--- src/epb_wb_pkg.sv ---
package epb_wb_pkg;

  // data word, identical on the epb and wishbone sides
  typedef logic [15:0] wb_data_t;

  // byte select, bit 1 picks the high byte
  typedef logic [1:0] wb_sel_t;

  // wishbone byte address
  typedef logic [31:0] wb_addr_t;

  // epb halfword address and general purpose upper bits
  typedef logic [22:0] epb_addr_t;
  typedef logic [5:0] epb_gp_t;

  // region 0, register bank with 32 halfwords
  localparam wb_addr_t REG_BASE = 32'h0000_0000;
  localparam wb_addr_t REG_REGION_BYTES = 32'h0000_0040;

  // region 1, sram window
  localparam wb_addr_t SRAM_BASE = 32'h0001_0000;
  localparam wb_addr_t SRAM_REGION_BYTES = 32'h0001_0000;

  // value returned by register 0
  localparam wb_data_t BRIDGE_ID = 16'hb41f;

  // wishbone side of the bridge
  // idle: wait for a synchronized command request
  // bus: classic cycle in progress
  // wait_req: response request raised, waiting for its ack
  // wait_drop: waiting for both handshakes to return to zero
  typedef enum logic [1:0] {
    WB_IDLE,
    WB_WAIT_REQ,
    WB_BUS,
    WB_WAIT_DROP
  } wb_state_t;

endpackage
--- src/wb_reg_bank.sv ---
`timescale 1ns/10ps

module wb_reg_bank (
  input  logic                 wb_clk_i,
  input  logic                 wb_rst_i,
  input  logic                 wb_stb_i,
  input  logic                 wb_we_i,
  input  epb_wb_pkg::wb_sel_t  wb_sel_i,
  input  logic [5:0]           wb_adr_i,
  input  epb_wb_pkg::wb_data_t wb_dat_i,
  output epb_wb_pkg::wb_data_t wb_dat_o,
  output logic                 wb_ack_o
);

  // halfword index, 32 locations
  logic [4:0] idx;
  logic       acked;
  logic       take;
  logic       scratch_hit;

  epb_wb_pkg::wb_data_t scratch [1:7];
  epb_wb_pkg::wb_data_t rd_val;

  assign idx = wb_adr_i[5:1];

  // first cycle of a strobe only
  assign take = wb_stb_i & ~acked;

  // registers 1 to 7
  assign scratch_hit = (idx[4:3] == 2'b00) && (idx[2:0] != 3'd0);

  always_comb begin
    if (idx == 5'd0) begin
      rd_val = epb_wb_pkg::BRIDGE_ID;
    end else if (scratch_hit) begin
      rd_val = scratch[idx[2:0]];
    end else begin
      // upper locations read as zero
      rd_val = '0;
    end
  end

  always_ff @(posedge wb_clk_i) begin
    if (wb_rst_i) begin
      acked    <= 1'b0;
      wb_ack_o <= 1'b0;
      for (int i = 1; i <= 7; i++) begin
        scratch[i] <= '0;
      end
    end else begin
      // acked stays high while the master holds stb
      acked    <= wb_stb_i;
      wb_ack_o <= take;
      // register 0 is read only, writes to it are dropped
      if (take && wb_we_i && scratch_hit) begin
        if (wb_sel_i[0]) begin
          scratch[idx[2:0]][7:0] <= wb_dat_i[7:0];
        end
        if (wb_sel_i[1]) begin
          scratch[idx[2:0]][15:8] <= wb_dat_i[15:8];
        end
      end
    end
  end

  // read data lines up with ack
  always_ff @(posedge wb_clk_i) begin
    if (take) begin
      wb_dat_o <= rd_val;
    end
  end

endmodule

--- config.mk ---
export PLATFORM = sky130hd
export DESIGN_NAME = wb_reg_bank
export DESIGN_NICKNAME = d
export VERILOG_FILES = /design/src/epb_wb_pkg.sv /design/src/wb_reg_bank.sv
export SDC_FILE = /design/constraint.sdc
export NUM_CORES = 1
export LEC_CHECK = 0
export BUFFER_PORTS_ARGS = -buffer_cell sky130_fd_sc_hd__buf_2
export CAP_MARGIN = 25
export CORE_ASPECT_RATIO = 1.4
export CORE_MARGIN = 8
export CORE_UTILIZATION = 64
export CTS_CLUSTER_DIAMETER = 40
export DETAILED_ROUTE_END_ITERATION = 10
export GPL_TIMING_DRIVEN = 0
export PLACE_DENSITY_LB_ADDON = 0.05
export SETUP_SLACK_MARGIN = 0.2
export SYNTH_ARGS = -nofsm -noshare
export SYNTH_HDL_FRONTEND = slang
export SYNTH_SLANG_ARGS = --single-unit
--- constraint.sdc ---
create_clock -name wb_clk_i -period 4 [get_ports wb_clk_i]
set_input_delay 0.4 -clock wb_clk_i [delete_from_list [all_inputs] [get_ports wb_clk_i]]
set_output_delay 0.4 -clock wb_clk_i [all_outputs]
set_load 0.01 [all_outputs]
# ---- Word-level counts from Yosys, hierarchy flattened
# Memories as Yosys holds them, arrays and structs flattened.
# Index checks and enable logic that the tools add are counted.
dict set report totals {
  register_bits 18
  mem_bits_rw 112
  inputBits 28
  output_inout_bits 17
  elab_cells 30
  mem_count 1
}
dict set report op_classes {
  mux 14
  bitwise 3
  reduce_logical 8
}
# name depth width read_ports rd_ports_with_merged_regs wr line_no
set memory_table {}
lappend memory_table {scratch 7 16 1 0 7 wb_reg_bank.sv:21} ;# epb_wb_pkg::wb_data_t scratch [1:7];
# cell count
set ops {}
lappend ops {{2-to-1 mux 16 bit} 2}
lappend ops {{OR reduction 16 bit} 1}
lappend ops {{2-to-1 mux 1 bit} 10}
lappend ops {{logical NOT 5 bit} 1}
lappend ops {{logical AND 1 bit} 3}
lappend ops {{2-to-1 mux 3 bit} 1}
lappend ops {{nonzero test 3 bit} 1}
lappend ops {{logical NOT 2 bit} 1}
lappend ops {{2-to-1 mux 2 bit} 1}
lappend ops {{NOT 1 bit} 2}
lappend ops {{OR reduction 2 bit} 1}
lappend ops {{bitwise AND 1 bit} 1}

# ---- Depth between registers and ports, before layout
# Gate-level depths: netlist of run 1.
dict set report depth {
  depth_word 9
  mapped_depth 8
}

# ---- Worst setup path after synthesis of run 1
# OpenSTA, ideal clock, no wires.
dict set report synth_path {
  kind {input-to-reg}
  startpoint {in wb_stb_i}
  endpoint {mem scratch[2][0] in the netlist's numbering, enable pin}
  arrival_time_ns 2.497
  required_ns 3.625
  path_slack_ns 1.129
  cell_stages 5
  path_cell_list {nor2b_1 nand2_1 or4_1 buf_6 o21bai_1}
}
# item line_no
set synth_lines {}
lappend synth_lines {{from (decl)} wb_reg_bank.sv:6} ;# input logic wb_stb_i,
lappend synth_lines {{to (decl)} wb_reg_bank.sv:21}

==> results of run 1 <==
worst max-delay path: stages, from the launching register on:
cell	delay, ps
dfxtp_1	300
nor2b_2	410
buf_8	230
nand2_1	120
or4_1	410
buf_2	220
o21bai_1	850
routing by layer:
metal / global-route usage / up-vias
li1: - / 1815
met1: 0.291 / 2001
met2: 0.427 / 304
met3: 0.0721 / 87
met4: 0.181 / 0
met5: 0 / -
kinds of logic (layout without fill, tap and decap cells):
| family | count (synthesis) | in the layout |
|---|---|---|
| buffers and inverters | 37 | 110 |
| and+or+nand+nor | 192 | 192 |
| muxes | 35 | 35 |
| DFF | 136 | 136 |
| other | 1 | 6 |
| AOI/OAI and AO/OA | 64 | 64 |
area by class of cell:
type,count,share of cell area
Multi-Input combinational cell,297,0.250
Tap cell,110,0.0197
Clock buffer,17,0.0610
Buffer,27,0.0235
Clock inverter,14,0.0262
Timing Repair Buffer,42,0.0316
Inverter,10,0.00538
Sequential cell,136,0.582
synthesized netlist by cell type (7+ instances only):
library cell | number | area (um^2)
clkbuf_1 | 8 | 30.0
edfxtp_1 | 134 | 4020
nor2_2 | 10 | 62.6
nor2_1 | 120 | 450
mux2i_1 | 18 | 180
o22ai_1 | 9 | 56.3
buf_2 | 11 | 55.1
mux2_2 | 10 | 113
nand2_1 | 33 | 124
a22oi_1 | 7 | 52.6
a21oi_1 | 11 | 55.1
inv_1 | 10 | 37.5
mux4_2 | 7 | 158
power groups by stage:
| stage | Combinational, mW | Clock, mW | Sequential [mW] |
|---|---|---|---|
| detailed placement | 0.214 | 0 | 1.65 |
| global placement | 0.209 | 0 | 1.65 |
| CTS | 0.216 | 1.61 | 1.62 |
| finish | 0.220 | 1.62 | 1.62 |
| floorplan | 0.124 | 0 | 1.65 |
| global route | 0.232 | 1.67 | 1.63 |
stage by stage:
| stage | hold WS (ps) | area [um^2] | utilization | setup WS, ps | TNS, ps |
|---|---|---|---|---|---|
| after global placement | 592 | 6350 | 0.683 | -60.5 | -681 |
| final | 165 | 6980 | 0.750 | 1070 | 0 |
| after CTS | 156 | 6980 | 0.750 | 1140 | 0 |
| after floorplan | 499 | 6010 | - | 1130 | 0 |
| after global routing | 158 | 6980 | 0.750 | 969 | 0 |
| after detailed placement | 592 | 6370 | 0.685 | 926 | 0 |
layout by cell type (no fill, tap or decap), drive strengths merged:
cell and count:
o21bai 6, mux2i 18, a22o 2, and2 1, edfxtp 134, or2 2
bufinv 4, a211oi 1, nor2b 6, nand2b 6, nand3 5, a31oi 1
inv 10, nor3 2, mux2 10, dfxtp 2, clkinvlp 5, a21o 6
a211o 1, o21ai 6, or3 1, o21a 2, conb 6, clkinv 5
a22oi 7, a21oi 11, nand4 1, buf 61, clkbuf 25, or4 3
o22ai 9, nand2 33, nand3b 1, a31o 2, o221ai 6, a32o 3
nor2 131, mux4 7, o32ai 1
registers in the layout, summed over array words and instances, names as in the netlist:
name      cells
acked         1
wb_dat_o     16
scratch     118
wb_ack_o      1
worst min path at each step:
stage	from	end	slack, ps	cells past startpoint
floorplan	wb_dat_i[11]	scratch[0][11]$_DFFE_PP_	500	0
global placement	wb_dat_i[5]	scratch[0][5]$_DFFE_PP_	590	1
detailed placement	wb_dat_i[6]	scratch[0][6]$_DFFE_PP_	590	1
CTS	wb_dat_i[6]	scratch[0][6]$_DFFE_PP_	160	1
global route	wb_dat_i[6]	scratch[0][6]$_DFFE_PP_	160	1
finish	wb_dat_i[6]	scratch[0][6]$_DFFE_PP_	160	1
==> results.json, run 1 <==
{
  "rrSetupSlack_ps": 1070,
  "hold_class": "in2reg",
  "nNetsFinal": 559,
  "synthSimpleGateAreaFrac": 0.137,
  "n_fill_cell": 611,
  "antenna_cells_inserted": 0,
  "cts_buffers": 17,
  "critPathRequiredTime_ps": 4040,
  "avgSynthCellArea_um2": 12.9,
  "drtIter0Drc": 562,
  "syn2layout_area_growth_pct": 16.5,
  "synth_area_um2": 5990,
  "synth_cell_types": 44,
  "powerDensity_nw_per_um2": 496,
  "p_leak_nw": 2.56,
  "synth_compound_area_frac": 0.0754,
  "r2r_start": "acked$_SDFF_PP0_",
  "synth_edf_count": 134,
  "wl_per_cell_um": 24.1,
  "synth_top_family_by_area": "simple AND/OR/NAND/NOR gates",
  "via_count": 4207,
  "seq_power_share": 0.469,
  "hold_buffers": 0,
  "ys_async_sr_fraction": 0,
  "synthMuxAreaShare": 0.0752,
  "rows": 42,
  "drtAntennaViolNets": 0,
  "grt_pass1_vias": 4237,
  "synthCells": 465,
  "cts_tree": "done",
  "post-route-min-period_ps": 2930,
  "grt.overflow.total": 0,
  "power_switching_mw": 0.748,
  "synth-xor-area-share": 0,
  "finalWirelength_um": 15800,
  "crit_path_max_fanout": 11,
  "start_util": 0.644,
  "ys.flop_type": "edfxtp_1",
  "outcome": "finished, final reports clean",
  "crit_arrival_ps": 2970,
  "fin_skew_ps": 7.11,
  "finalHoldViolations": 0,
  "portBuffers": 41,
  "hpwl_um": 10500,
  "post_cts_resized": 0,
  "final-setup-viol-count": 0,
  "cts_root_buffer": "clkbuf_16",
  "pwr-share-clk": 0.467,
  "endpoint_kind": "flip-flop",
  "drc": 0,
  "power_mw": 3.46,
  "pwr-share-comb": 0.064,
  "crit_type": "reg2reg",
  "routed-wl-met2_um": 7750,
  "antenna_found_initial": 0,
  "dr.pass1.iters": 8,
  "max_slew_margin": 0.293,
  "yosys_register_bits": 136,
  "vias_per_cell": 6.44,
  "clkSlewWorstSetupHoldPaths_ps": 60,
  "core_area_um2": 9300,
  "placed_cells": 622,
  "wl_met1_um": 5440,
  "clock_path_buffers": 2,
  "ys_warn_count": 0,
  "top_layer": "met4",
  "cts_sinks": 136,
  "ctsHtreeMaxLevel": 4,
  "rr_endpoint": "scratch[3][8]$_SDFFCE_PN0P_",
  "seqCellArea_um2": 4060,
  "dr_wl_met3_um": 1660,
  "grt_pass1_wl_um": 23600,
  "grtUsageTotal": 0.260,
  "intPower_mw": 2.71,
  "cts_setup_buffers": 0,
  "fp.dieW_um": 97.8,
  "drv_slew": 0,
  "max_freq_mhz": 341,
  "grt_setup_unrepaired": "false",
  "irDropWorstVdd_v": 0.000372,
  "finalWeightedCongestion": 0.927,
  "synth_seq_area_share": 0.678,
  "ios": 45,
  "swShare": 0.216,
  "startpoint": "acked$_SDFF_PP0_",
  "synth_adder_area_share": 0,
  "reg2reg_depth": 6,
  "die-height_um": 130,
  "dieArea_um2": 12800,
  "drive_above_1_share": 0.223,
  "drv_cap": 0,
  "worstMarginPinSlew_ps": 1060,
  "multi_input_area_um2": 1750,
  "cp-endpoint": "scratch[3][8]$_SDFFCE_PN0P_",
  "grt_max_degree": 17,
  "finalCritPeriodShare": 0.733,
  "layoutNonFillerInstCount": 653,
  "clk_latency_ps": 420,
  "start_kind": "flip-flop"
}
No activity file was read; power rests on OpenSTA's default activity.
==> inputs of run 2 (changes only) <==
--- a/config.mk
+++ b/config.mk
@@ -9,7 +9,7 @@
 export CAP_MARGIN = 25
 export CORE_ASPECT_RATIO = 1.4
 export CORE_MARGIN = 8
-export CORE_UTILIZATION = 64
+export CORE_UTILIZATION = 54
 export CTS_CLUSTER_DIAMETER = 40
 export DETAILED_ROUTE_END_ITERATION = 10
 export GPL_TIMING_DRIVEN = 0
==> constraint.sdc (replaced) <==
create_clock -name wb_clk_i -period 2.5 [get_ports wb_clk_i]
set_input_delay 0.25 -clock wb_clk_i [delete_from_list [all_inputs] [get_ports wb_clk_i]]
set_output_delay 0.25 -clock wb_clk_i [all_outputs]
set_load 0.01 [all_outputs]
==> results.json, run 2 (same netlist as run 1, synthesis figures left out) <==
{
  "finalCritPeriodShare": 0.895,
  "hold_ws_ps": 26.8,
  "routed-wl-met2_um": 8330,
  "grt_max_degree": 17,
  "finalWirelength_um": 15900,
  "syn2layout_area_growth_pct": 17.2,
  "drc": 0,
  "start_util": 0.554,
  "final_cell_mix": "134 x edfxtp_1, 120 x nor2_1, 52 x buf_2",
  "largest-register": "scratch",
  "irDropWorstVdd_v": 0.000474,
  "cts_buffers": 17,
  "swShare": 0.219,
  "fin_setup_tns_ps": 0,
  "pwr-share-comb": 0.065,
  "fin_area_um2": 7020,
  "die-height_um": 141,
  "p_leak_nw": 2.59,
  "grt_setup_unrepaired": "false",
  "antenna_cells_inserted": 0,
  "max_slew_margin": 0.539,
  "post-route-min-period_ps": 2240,
  "hold_buffers": 0,
  "hold_class": "in2reg",
  "dr.pass1.iters": 7,
  "rows": 45,
  "reg_top3": "scratch (118), wb_dat_o (16)",
  "crit_type": "reg2reg",
  "grt.overflow.total": 0,
  "finalWeightedCongestion": 0.863,
  "ios": 45,
  "top_layer": "met4",
  "vias_per_cell": 5.92,
  "clock_path_buffers": 2,
  "layoutNonFillerInstCount": 686,
  "fin_skew_ps": 7.71,
  "worstMarginPinSlew_ps": 692,
  "dpl_cell_area_um2": 6400,
  "dieArea_um2": 14800,
  "grt_pass1_vias": 4081,
  "placed_cells": 652,
  "clkSlewWorstSetupHoldPaths_ps": 60,
  "antenna_found_initial": 0,
  "wl_per_cell_um": 23.1,
  "wl_met1_um": 6050,
  "nNetsFinal": 560,
  "pwr-share-clk": 0.457,
  "start_kind": "flip-flop",
  "drtIter0Drc": 373,
  "largest_reg_flops": 118,
  "seq_power_share": 0.478,
  "crit_arrival_ps": 2500,
  "crit_path_max_fanout": 10,
  "ctsHtreeMaxLevel": 4,
  "critPathRequiredTime_ps": 2760,
  "finalHoldViolations": 0,
  "cts_sinks": 136,
  "core_area_um2": 10800,
  "hpwl_um": 10900,
  "powerDensity_nw_per_um2": 774,
  "final_common_cell": "edfxtp_1",
  "via_count": 4059,
  "fp.dieW_um": 105,
  "clk_latency_ps": 420,
  "drive_above_1_share": 0.235,
  "portBuffers": 41,
  "dr_wl_met3_um": 1070,
  "final-setup-viol-count": 0,
  "outcome": "finished, final reports clean",
  "grtUsageTotal": 0.222,
  "drv_slew": 0,
  "drtAntennaViolNets": 0,
  "cts_tree": "done",
  "grt_pass1_wl_um": 24300,
  "endpoint_kind": "flip-flop",
  "max_freq_mhz": 447,
  "intPower_mw": 4.24,
  "drv_cap": 0,
  "power_switching_mw": 1.19,
  "cts_root_buffer": "clkbuf_16"
}
run 2: cell types whose count changed in the layout (fill, tap and decap cells not counted), sizes merged:
cell,before,now
clkinvlp,5,3
clkbuf,25,26
buf,61,62
inv,10,11
clkinv,5,7
bufinv,4,3
run 2: cell type report:
type | instances | area (um^2)
Tap cell | 141 | 176
Timing Repair Buffer | 43 | 220
Clock buffer | 18 | 429
Inverter | 10 | 37.5
Clock inverter | 14 | 156
Sequential cell | 136 | 4060
Multi-Input combinational cell | 297 | 1770
Buffer | 27 | 164
Fill cell | 877 | 3790
run 2: timing repair:
| item | CTS | global route |
|---|---|---|
| setup buffers | 2 | 0 |
| endpoints found under the setup margin | 90 | 0 |
| resized for setup | 6 | 0 |
run 2: per-stage QoR:
stage | util | setup WS, ps | power, mW
after global placement | 0.592 | -444 | 2.98
final | 0.650 | 263 | 5.43
after floorplan | - | 321 | 2.85
after global routing | 0.650 | 208 | 5.55
after CTS | 0.650 | 353 | 5.43
after detailed placement | 0.592 | -544 | 2.99
run 2: worst max-delay path: stages, from the launching register on:
cell,delay [ps]
dfxtp_1,330
nor2b_4,200
buf_4,210
and2_1,210
nand4_1,470
clkbuf_1,470
nor2_1,190
run 2: routing by layer:
layer | track usage | vias to the layer above
met5 | 0 | -
met4 | 0.0830 | 0
met3 | 0.0433 | 30
met2 | 0.395 | 191
met1 | 0.259 | 2017
li1 | - | 1821
run 2: power groups by stage:
stage	Clock [mW]	Combinational, mW	Sequential (mW)
CTS	2.48	0.352	2.60
global placement	0	0.338	2.64
floorplan	0	0.200	2.65
detailed placement	0	0.344	2.64
finish	2.48	0.352	2.60
global route	2.57	0.377	2.60
run 2: path summary, 6_finish.rpt:
check / start / end / slack [ps] / depth (start not counted)
setup reg to reg: acked$_SDFF_PP0_ / scratch[6][4]$_SDFFCE_PN0P_ / 260 / 6
hold / removal: wb_dat_i[9] / scratch[0][9]$_DFFE_PP_ / 30 / 1
hold reg to reg: scratch[5][2]$_SDFFCE_PN0P_ / wb_dat_o[2]$_SDFFCE_PP1N_ / 660 / 2
setup / recovery: acked$_SDFF_PP0_ / scratch[6][4]$_SDFFCE_PN0P_ / 260 / 6
