--- src/epb_wb_pkg.sv ---
package epb_wb_pkg;

  // data word, identical on the epb and wishbone sides
  typedef logic [15:0] wb_data_t;

  // byte select, bit 1 picks the high byte
  typedef logic [1:0] wb_sel_t;

  // wishbone byte address
  typedef logic [31:0] wb_addr_t;

  // epb halfword address and general purpose upper bits
  typedef logic [22:0] epb_addr_t;
  typedef logic [5:0] epb_gp_t;

  // region 0, register bank with 32 halfwords
  localparam wb_addr_t REG_BASE = 32'h0000_0000;
  localparam wb_addr_t REG_REGION_BYTES = 32'h0000_0040;

  // region 1, sram window
  localparam wb_addr_t SRAM_BASE = 32'h0001_0000;
  localparam wb_addr_t SRAM_REGION_BYTES = 32'h0001_0000;

  // value returned by register 0
  localparam wb_data_t BRIDGE_ID = 16'hb41f;

  // wishbone side of the bridge
  // idle: wait for a synchronized command request
  // bus: classic cycle in progress
  // wait_req: response request raised, waiting for its ack
  // wait_drop: waiting for both handshakes to return to zero
  typedef enum logic [1:0] {
    WB_IDLE,
    WB_WAIT_REQ,
    WB_BUS,
    WB_WAIT_DROP
  } wb_state_t;

endpackage
--- src/wb_addr_decoder.sv ---
`timescale 1ns/10ps

module wb_addr_decoder (
  input  logic                 wb_clk_i,
  input  logic                 wb_rst_i,
  input  logic                 wb_cyc_i,
  input  logic                 wb_stb_i,
  input  epb_wb_pkg::wb_addr_t wb_adr_i,
  output epb_wb_pkg::wb_data_t wb_dat_o,
  output logic                 wb_ack_o,
  output logic                 wb_err_o,
  output logic                 reg_stb_o,
  input  epb_wb_pkg::wb_data_t reg_dat_i,
  input  logic                 reg_ack_i,
  output logic                 ram_stb_o,
  input  epb_wb_pkg::wb_data_t ram_dat_i,
  input  logic                 ram_ack_i
);

  logic bus_req;
  logic reg_hit;
  logic ram_hit;
  logic err_q;

  assign bus_req = wb_cyc_i & wb_stb_i;

  // regions are size aligned, so masking off the offset is enough
  assign reg_hit = (wb_adr_i & ~(epb_wb_pkg::REG_REGION_BYTES - 1)) == epb_wb_pkg::REG_BASE;
  assign ram_hit = (wb_adr_i & ~(epb_wb_pkg::SRAM_REGION_BYTES - 1)) == epb_wb_pkg::SRAM_BASE;

  // only the selected slave sees stb
  assign reg_stb_o = bus_req & reg_hit;
  assign ram_stb_o = bus_req & ram_hit;

  // unmapped access, one cycle err after stb
  always_ff @(posedge wb_clk_i) begin
    if (wb_rst_i) begin
      err_q <= 1'b0;
    end else begin
      err_q <= bus_req && !reg_hit && !ram_hit && !err_q;
    end
  end

  assign wb_err_o = err_q;
  assign wb_ack_o = reg_ack_i | ram_ack_i;

  // return data from whichever slave acked
  always_comb begin
    if (reg_ack_i) begin
      wb_dat_o = reg_dat_i;
    end else if (ram_ack_i) begin
      wb_dat_o = ram_dat_i;
    end else begin
      wb_dat_o = '0;
    end
  end

  a_ack_err: assert property (@(posedge wb_clk_i) disable iff (wb_rst_i)
    !(wb_ack_o && wb_err_o));

endmodule

--- config.mk ---
export PLATFORM = sky130hd
export DESIGN_NAME = wb_addr_decoder
export DESIGN_NICKNAME = d
export VERILOG_FILES = /design/src/epb_wb_pkg.sv /design/src/wb_addr_decoder.sv
export SDC_FILE = /design/constraint.sdc
export NUM_CORES = 1
export LEC_CHECK = 0
export BUFFER_PORTS_ARGS = -buffer_cell sky130_fd_sc_hd__buf_2
export CORE_AREA = 4 4 46 48
export CTS_CLUSTER_SIZE = 10
export DETAILED_ROUTE_END_ITERATION = 12
export DIE_AREA = 0 0 50 52
export PLACE_DENSITY_LB_ADDON = 0.25
export SLEW_MARGIN = 0
export SYNTH_ARGS = -nofsm -noshare
export SYNTH_HDL_FRONTEND = slang
export SYNTH_SLANG_ARGS = --single-unit
--- constraint.sdc ---
create_clock -name wb_clk_i -period 1.1 [get_ports wb_clk_i]
set_input_delay 0.22 -clock wb_clk_i [delete_from_list [all_inputs] [get_ports wb_clk_i]]
set_output_delay 0.22 -clock wb_clk_i [all_outputs]
set_load 0.05 [all_outputs]
# --- Yosys cells after proc, flatten, opt, wreduce, memory -nomap -nowiden ---
# Index checks and enable logic that the tools add are counted.
word_totals:
  regBits: 1
  out_inout_bits: 20
  elab_cells: 15
op_classes:
  eq_ne: 1
  bitwise_logic: 4
  mux: 2
  n_reduce_logical: 7
op_table:
  columns: ["op", "count"]
  rows:
  - ["32-bit logical NOT", 1]
  - ["16-bit two-way mux", 2]
  - ["16-bit by 1-bit == test with 1-bit output, second input constant", 1]
  - ["1-bit AND", 3]
  - ["1-bit logical AND", 3]
  - ["1-bit logical NOT", 3]
  - ["1-bit OR", 1]

# --- Depth between registers and ports, before layout ---
# Gate-level depths: netlist (run 1).
depth:
  word_depth: 5
  mapped_depth: 4
  depth_no_buf: 3

# --- Worst setup path after synthesis (run 1) ---
# No wires, ideal clock.
synth_path:
  path_type: "input port to output port"
  start: "input port wb_adr_i[21]"
  end: "output port ram_stb_o"
  slack_ns: -0.862
  t_required_ns: 0.880
  t_arrival_ns: 1.742
  path_stages: 3
  cell_sequence: "nor4_1 > nand4_1 > nor3_1"
synth_via:
  elab_chain_cells: 2
synth_rtl:
  columns: ["item", "line_no", "source"]
  rows:
  - ["start: declaration", "wb_addr_decoder.sv:8", "input epb_wb_pkg::wb_addr_t wb_adr_i,"]
  - ["16-bit by 1-bit == test with 1-bit output", "wb_addr_decoder.sv:29", "assign ram_hit = (wb_adr_i & ~(epb_wb_pkg::SRAM_REGION_BYTES - 1)) == epb_wb_pkg::SRAM_BASE;"]
  - ["1-bit AND", "wb_addr_decoder.sv:33", "assign ram_stb_o = bus_req & ram_hit;"]
  - ["end: declaration", "wb_addr_decoder.sv:15", "output logic ram_stb_o,"]
# Every way passes these cells.

# --- Final worst setup path (run 1) ---
layout_path:
  start: "input port wb_adr_i[20]"
  end: "output port ram_stb_o"
# The elaborated chain is that of the path after synthesis.

==> metrics, run 1 <==
CTS clock-pin slew for the worst setup and hold paths=0 ns; largest net degree at the start of global routing=11; max-cap violation count=0; Final ANT Viol Nets=0; vias per cell=4.53; DR DRC count=0; Core Rows=15; IO buf count=83; Seq cells post-synth=1; status=complete, but fails checks; Synth Warn #=0; critical path launch point type=primary input; post-route setup slack=-0.311 ns; Sw Share=47.2%; clk_lat worst skew=0 ns; Max Transition Viols Final=0; GR Util All Layers=16.0%; pwr dens=540 nW/um^2; die height=52 um; crit path DAT=1.19 ns; combinational share of power=94.6%; syn_nets=112; Final Core Density=77.9%; IO Count=90; Slew HR=81.4%; Antenna Cells=0; Hold Crit Endpoint=wb_err_o$_SDFF_PP0_; internal power=379 uW; synthesized area=304 um^2; Critical Path RT=0.88 ns; Critical R2R Capture=wb_err_o$_SDFF_PP0_; Max VDD drop=0.384 mV; Cells after Synth=42; fin nets=205; first-pass GRT wire length=3330 um; kind of critical path=primary input to output pin; drt pass-1 iters=2; Clk pwr share=0%; worst min-delay path class=primary input to flip-flop; r2r startpoint=wb_err_o$_SDFF_PP0_; total die area=2600 um^2; Critical Path Sink Type=output pin; fmax=709 MHz; register area share after synthesis=6.58%; vias=716; Initial Utilization=17.8%; Flop pwr share=5.4%; reg2reg setup slack=0.45 ns; Die Span X=50 um; fin crit share=128%; number of global-route vias before repair=794; flip-flop count of the largest register after layout=1; path depth of the worst reg2reg path=2; cts hold-fix bufs=0; total gr overflow=0; total detailed-routing wirelength=2190 um; Placement Cell Area=976 um^2; fin crit period=1.41 ns; number of setup violations in the final report=18; Cell variety after synth=15; hold wc startpoint=wb_rst_i; RSZ-0062 raised after global routing=true; P&R area growth vs syn=337%; most frequent cells in the layout=buf_2 (57), buf_6 (22), a22o_4 (14); layout cells sized above 1=92.5%; Hold Crit Depth=3; gpl congestion=0.675; post-route cell area=1330 um^2; CP Max Fanout=3; average wire per standard cell=13.8 um; Syn Area/Cell=7.24 um^2; clk_skew=0 ns; Hold Fails Final Rpt=0; Leak Pwr=0.000665 uW; initial DRC count=1; core area=1710 um^2; HPWL after detailed placement=1650 um; failing checks=negative setup slack; Worst-Margin Slew=0.276 ns; switching pwr=339 uW; initial antenna violation count=0; leading cell type in the layout, fill and taps excluded=buf_2
==> routing by layer <==
layer	up-vias	track usage (%)	part of all wire [%]
li1	357	-	-
met1	331	15.7	31
met2	28	36.1	64
met3	0	1.72	5.1
met4	0	0	0
met5	-	0	0
==> worst max-delay path by stage <==
stage | startpoint | cells after the start | to | slack [ns]
2_1_floorplan | wb_adr_i[17] | 3 | ram_stb_o | -0.37
3_3_place_gp | wb_adr_i[17] | 6 | reg_stb_o | -0.41
3_5_place_dp | wb_adr_i[25] | 6 | ram_stb_o | -0.43
4_1_cts | wb_adr_i[30] | 6 | ram_stb_o | -0.32
5_1_grt | wb_adr_i[26] | 6 | ram_stb_o | -0.39
6_report | wb_adr_i[20] | 6 | ram_stb_o | -0.31
==> through the flow <==
step / hold slack (ns) / cells / power, uW / setup slack (ns) / setup TNS (ns)
floorplan: 0.382 / 42 / 350 / -0.370 / -0.741
global placement: 0.476 / 155 / 533 / -0.413 / -3.92
global route: 0.501 / 158 / 750 / -0.388 / -2.87
CTS: 0.477 / 158 / 706 / -0.317 / -2.29
finish: 0.476 / 158 / 718 / -0.311 / -2.37
detailed placement: 0.477 / 155 / 541 / -0.431 / -4.11
==> timing repair <==
action,4_1_cts,5_1_grt
pin swaps,11,4
gates cloned,2,0
buffers inserted,1,0
setup endpoints to repair,20,20
gates resized for setup,71,4
==> synth_stat cells <==
cell     instances  area share (%)
inv_1            1             1.2
or2_2            1             2.1
o21a_1           1             2.5
nand2_1          5             6.2
buf_2            3             4.9
a31oi_1          1             2.1
nand4_1          1             2.1
dfxtp_1          1             6.6
o21ai_0          2             3.3
nand3_1          1             1.6
nor3_1           5             8.2
nor4_2           3              12
nor4_1           2             4.1
a22o_1          14              40
and2b_1          1             2.5
==> layout make-up <==
type	count	area (um^2)
Tap cell	25	31.3
Inverter	1	3.75
Fill cell	114	378
Sequential cell	1	20.0
Timing Repair Buffer	94	766
Multi-Input combinational cell	37	509
==> critical path, cell delays in order <==
cell     delay, ns
buf_2         0.11
nor4_4        0.23
nand4_1       0.14
buf_6         0.16
nor3_4        0.15
buf_6         0.18
==> power groups by stage <==
stage	clock [uW]	sequential (uW)	combinational (uW)
2_1_floorplan	0	44.4	306
4_1_cts	0	39.1	667
3_5_place_dp	0	39.1	502
3_3_place_gp	0	39.1	494
5_1_grt	0	39.2	711
6_report	0	39.1	679
==> cell families (layout without fill, tap and decap cells) <==
| group | after synthesis | in the layout | share of synthesized area (%) |
|---|---|---|---|
| flip-flops | 1 | 1 | 6.58 |
| AO/OA/AOI/OAI | 18 | 18 | 48.2 |
| AND/OR/NAND/NOR | 19 | 19 | 39.1 |
| buffers and inverters | 4 | 95 | 6.17 |
Note: power is estimated with default switching activity, not from simulation.
==> run 2, diff against run 1 <==
--- a/config.mk
+++ b/config.mk
@@ -11,6 +11,7 @@
 export DETAILED_ROUTE_END_ITERATION = 12
 export DIE_AREA = 0 0 50 52
 export PLACE_DENSITY_LB_ADDON = 0.25
+export REMOVE_ABC_BUFFERS = 1
 export SLEW_MARGIN = 0
 export SYNTH_ARGS = -nofsm -noshare
 export SYNTH_HDL_FRONTEND = slang
==> run 2 against run 1 <==
The run still ends with negative setup slack left. Core utilization down 17 points. Routed wire length decreased by 3.8%. Cell count is 1.9% lower. Die area unchanged. Largest cell class unchanged.
==> metrics, run 2 (synthesis gave the netlist of run 1 again) <==
switching pwr=290 uW (-15%); initial antenna violation count=0 (unchanged); first-pass GRT wire length=3130 um (-6.0%); hold wc startpoint=wb_rst_i; kind of critical path=primary input to output pin; critical-path cell list=buf_6, nor4_2, nand4_1, nor3_2, buf_6; layout cells sized above 1=77.7% (-15 points); Placement Cell Area=786 um^2 (-19%); dpl cells=152 (-1.9%); fin nets=202 (-1.5%); Critical R2R Capture=wb_err_o$_SDFF_PP0_; pwr dens=562 nW/um^2 (+4.0%); gpl congestion=0.725 (+7.4%); Hold Fails Final Rpt=0 (unchanged); CP max stage cell=nor3_2; Leak Pwr=0.000540 uW (-19%); IO Count=90 (unchanged); internal power=298 uW (-21%); reg2reg setup slack=0.40 ns (-0.05 ns); vias=727 (+1.5%); initial DRC count=5 (+4); Slew HR=82.5% (+1.1 points); IO buf count=83 (unchanged); Final ANT Viol Nets=0 (unchanged); total gr overflow=0 (unchanged); Antenna Cells=0 (unchanged); vias per cell=4.69 (+3.5%); pre-CTS setup slack=-0.433 ns (-0.00221 ns); Fillers=149 (+31%); Flop pwr share=6.7% (+1.3 points); Die Span X=50 um (unchanged); number of setup violations in the final report=19 (+1); crit path DAT=1.23 ns (+0.04 ns); DR DRC count=0 (unchanged); path depth of the worst reg2reg path=2 (unchanged); Finished Layout Cells=155 (-1.9%); flip-flop count of the largest register after layout=1 (unchanged); crit-path max cell delay=0.26 ns (+0.03 ns); Worst-Margin Slew=0.261 ns (-0.0158 ns); Core Rows=15 (unchanged); CP Max Fanout=3 (unchanged); worst min-delay path class=primary input to flip-flop; fin crit share=132% (+3.4 points); RSZ-0062 raised after global routing=true; average wire per standard cell=13.6 um (-1.9%); failing checks=negative setup slack; critical path launch point type=primary input; P&R area growth vs syn=244%; Max VDD drop=0.284 mV (-26%); post-route setup slack=-0.348 ns (-0.0371 ns); largest net degree at the start of global routing=20 (+9); CTS clock-pin slew for the worst setup and hold paths=0 ns (unchanged); Hold Crit Endpoint=wb_err_o$_SDFF_PP0_; fmax=691 MHz (-2.6%); HPWL after detailed placement=1610 um (-2.4%); leading cell type in the layout, fill and taps excluded=buf_2; Crit path top cell by count=buf_6; clk_skew=0 ns (unchanged); status=complete, but fails checks; cts hold-fix bufs=0 (unchanged); max-cap violation count=0 (unchanged); number of global-route vias before repair=738 (-7.1%); post-route cell area=1050 um^2 (-21%); Critical Path RT=0.88 ns (about the same); Final Core Density=61.2% (-17 points); Initial Utilization=17.8% (unchanged); Hold Crit Depth=3 (unchanged); clk_lat worst skew=0 ns (unchanged); fin crit period=1.45 ns (+0.0371 ns); total die area=2600 um^2 (unchanged); GR Util All Layers=14.9% (-1.0 points); Critical Path Sink Type=output pin; final hold slack=0.495 ns (+0.0194 ns); r2r startpoint=wb_err_o$_SDFF_PP0_; combinational share of power=93.3% (-1.3 points); Clk pwr share=0% (unchanged); most frequent cells in the layout=buf_2 (58), buf_6 (24), a22o_1 (14); drt pass-1 iters=4 (+2); Max Transition Viols Final=0 (unchanged); core area=1710 um^2 (unchanged); total detailed-routing wirelength=2100 um (-3.8%); Sw Share=49.3% (+2.1 points); die height=52 um (unchanged)
## run 2: cell count changes in the layout (fill, tap and decap cells not counted), sizes merged
cell / previous run / this run
clkbuf: 0 / 1
buf: 94 / 90
## run 2: final cells by class
type | instances | area, um^2 | area share, %
inverter | 1 | 3.75 | 0.359
multi-input combinational | 37 | 305 | 29.2
sequential | 1 | 20.0 | 1.91
tap | 25 | 31.3 | 2.99
timing repair buffer | 91 | 686 | 65.6
## run 2: worst max-delay path: cells and delay by family
kind | cells | cell delay, ns
and+or+nand+nor | 3 | 0.72
buffers and inverters | 2 | 0.28
## run 2: what timing repair did
action / CTS / global route
pin swaps: 7 / 7
setup endpoints to repair: 20 / 17
buffers inserted: 2 / 2
hold endpoints to repair: 0 / 0
resized for setup: 51 / 12
gates cloned: 1 / 0
## run 2: worst max path at each step
stage,from,to,cells after the start
floorplan,wb_adr_i[21],ram_stb_o,3
global placement,wb_adr_i[21],ram_stb_o,5
detailed placement,wb_adr_i[25],reg_stb_o,5
CTS,wb_adr_i[22],ram_stb_o,5
global route,wb_adr_i[30],ram_stb_o,5
finish,wb_adr_i[26],ram_stb_o,5
## run 2: through the flow
step / power (uW) / setup TNS [ns]
floorplan: 275 / -5.45
global placement: 462 / -3.65
detailed placement: 469 / -3.91
CTS: 569 / -2.92
global route: 615 / -3.40
finish: 587 / -2.82
## run 2: per-layer routing
layer,routed length [um],global-route usage [%]
met3,349,5.73
met4,14,1.38
met5,0,0
met2,972,27.8
met1,767,16.4
## run 2: power by group through the flow
| stage | clock network [uW] | logic, uW | registers (uW) |
|---|---|---|---|
| 2_1_floorplan | 0 | 231 | 44.4 |
| 3_3_place_gp | 0 | 423 | 39.1 |
| 3_5_place_dp | 0 | 429 | 39.2 |
| 4_1_cts | 0 | 530 | 39.2 |
| 5_1_grt | 0 | 576 | 39.2 |
| 6_report | 0 | 548 | 39.2 |
==> run 3, diff against run 2 <==
--- a/config.mk
+++ b/config.mk
@@ -6,10 +6,10 @@
 export NUM_CORES = 1
 export LEC_CHECK = 0
 export BUFFER_PORTS_ARGS = -buffer_cell sky130_fd_sc_hd__buf_2
-export CORE_AREA = 4 4 46 48
+export CORE_AREA = 4 4 42 51
 export CTS_CLUSTER_SIZE = 10
 export DETAILED_ROUTE_END_ITERATION = 12
-export DIE_AREA = 0 0 50 52
+export DIE_AREA = 0 0 46 55
 export PLACE_DENSITY_LB_ADDON = 0.25
 export REMOVE_ABC_BUFFERS = 1
 export SLEW_MARGIN = 0
==> run 3 against run 2 <==
Critical endpoint is now reg_stb_o. Sequential power is essentially flat. The run still ends with negative setup slack left. Largest cell class unchanged. Critical path depth stayed put. Register-to-register slack about the same. Cell area down 0.84%. Fmax rose by 2.1%. Routed wire length fell by 3.8%.
==> metrics, run 3 (synthesis gave the netlist of run 1 again) <==
initial DRC count=3 (-2); Max VDD drop=0.326 mV (+15%); post-route cell area=1040 um^2 (-0.84%); DR DRC count=0 (unchanged); cts hold-fix bufs=0 (unchanged); dpl cells=146 (-3.9%); die height=55 um (+5.8%); number of setup violations in the final report=17 (-2); CP max stage cell=nor4_4; internal power=292 uW (-2.0%); Finished Layout Cells=147 (-5.2%); GRT met2 Usage=28.7% (+0.84 points); total detailed-routing wirelength=2020 um (-3.8%); crit-path max cell delay=0.26 ns (about the same); Slew HR=84.4% (+1.9 points); total gr overflow=0 (unchanged); Die Span X=46 um (-8.0%); leading cell type in the layout, fill and taps excluded=buf_2; fin nets=201 (-0.50%); flip-flop count of the largest register after layout=1 (unchanged); gpl congestion=0.725 (about the same); kind of critical path=primary input to output pin; grt met1 use=14.3% (-2.1 points); Hold Fails Final Rpt=0 (unchanged); clk_lat worst skew=0 ns (unchanged); vias=724 (-0.41%); post-route setup slack=-0.318 ns (+0.0295 ns); critical-path cell list=buf_6, nor4_4, nand4_1, nor3_2, buf_6; Clk pwr share=0% (unchanged); met3 GRT Util=5.18% (-0.55 points); CTS clock-pin slew for the worst setup and hold paths=0 ns (unchanged); fin crit period=1.42 ns (-0.0295 ns); initial antenna violation count=0 (unchanged); worst min-delay path class=primary input to flip-flop; switching pwr=292 uW (+0.97%); Critical Path Sink Type=output pin; IO Count=90 (unchanged); P&R area growth vs syn=241%; WP buf/inv=2 (unchanged); Critical Path RT=0.88 ns (about the same); core area=1640 um^2 (-3.9%); fin crit share=129% (-2.7 points); largest net degree at the start of global routing=20 (unchanged); number of global-route vias before repair=689 (-6.6%); Core Rows=16 (+1); status=complete, but fails checks; average wire per standard cell=13.8 um (+1.4%); GR Util All Layers=14.5% (-0.47 points); Leak Pwr=0.000534 uW (-1.1%); Initial Utilization=18.5% (+0.72 points); Max Transition Viols Final=0 (unchanged); CP Max Fanout=3 (unchanged); GR peak layer=met2; most frequent cells in the layout=buf_2 (56), buf_6 (25), a22o_1 (14); Crit path top cell by count=buf_6; Antenna Cells=0 (unchanged); pwr dens=563 nW/um^2 (+0.29%); total die area=2530 um^2 (-2.7%); crit path DAT=1.20 ns (-0.03 ns); Sw Share=50.1% (+0.75 points); Tot Pwr=584 uW (-0.55%); Worst-Margin Slew=0.231 ns (-0.0292 ns); IO buf count=83 (unchanged); Largest delay share family, worst path=simple AND/OR/NAND/NOR gates; clk_skew=0 ns (unchanged); fmax=705 MHz (+2.1%); drt pass-1 iters=2 (-2); vias per cell=4.93 (+5.0%); Flop pwr share=6.7% (about the same); Placement Cell Area=772 um^2 (-1.8%); Final ANT Viol Nets=0 (unchanged); first-pass GRT wire length=2820 um (-9.9%); combinational share of power=93.3% (about the same); critical path launch point type=primary input; pre-CTS setup slack=-0.420 ns (+0.0135 ns); layout cells sized above 1=76.7% (-0.95 points); max-cap violation count=0 (unchanged); failing checks=negative setup slack; RSZ-0062 raised after global routing=true
-- run 3: cell types whose count changed in the layout (fill, tap and decap cells not counted), sizes merged --
cell / change
clkbuf: -1
-- run 3: path summary, 6_finish.rpt --
check                                    startpoint                   to  slack [ns]  cells past startpoint
worst max-delay path                   wb_adr_i[26]            reg_stb_o       -0.32                      5
worst max register to register  wb_err_o$_SDFF_PP0_  wb_err_o$_SDFF_PP0_        0.41                      2
worst min register to register  wb_err_o$_SDFF_PP0_  wb_err_o$_SDFF_PP0_        0.52                      2
worst min-delay path                       wb_rst_i  wb_err_o$_SDFF_PP0_        0.48                      3
-- run 3: stage by stage --
stage               hold WS (ns)  TNS (ns)  utilization (%)
floorplan                  0.382     -5.45                -
global placement           0.485     -3.39             47.0
detailed placement         0.477     -3.67             47.0
CTS                        0.477     -2.17             59.3
global route               0.491     -3.11             63.2
finish                     0.482     -2.51             63.2
-- run 3: tightest hold or removal path, stage by stage --
cell	delay [ns]
buf_2	0.07
nor3_1	0.04
o21a_1	0.09
-- run 3: layout make-up --
type / count / area (um^2)
repair buffers: 90 / 664
fillers: 114 / 604
multi-input cells: 37 / 327
well taps: 18 / 22.5
flip-flops and latches: 1 / 20.0
inverters: 1 / 3.75
-- run 3: power by group through the flow --
stage               clock, uW  combinational [uW]  sequential, uW
floorplan                   0                 231            44.4
global placement            0                 417            39.2
detailed placement          0                 422            39.3
global route                0                 575            39.6
finish                      0                 545            39.4
CTS                         0                 523            39.3
-- run 3: timing repair --
item	4_1_cts	5_1_grt
pin swaps	7	6
resized for setup	52	15
endpoints found under the setup margin	20	19
setup buffers	1	0
cloned	0	1
-- run 3: metal layers --
| metal | vias up | share of wire, % |
|---|---|---|
| met5 | - | 0 |
| met1 | 301 | 30 |
| met2 | 74 | 46 |
| li1 | 347 | - |
| met4 | 0 | 1.0 |
| met3 | 2 | 23 |
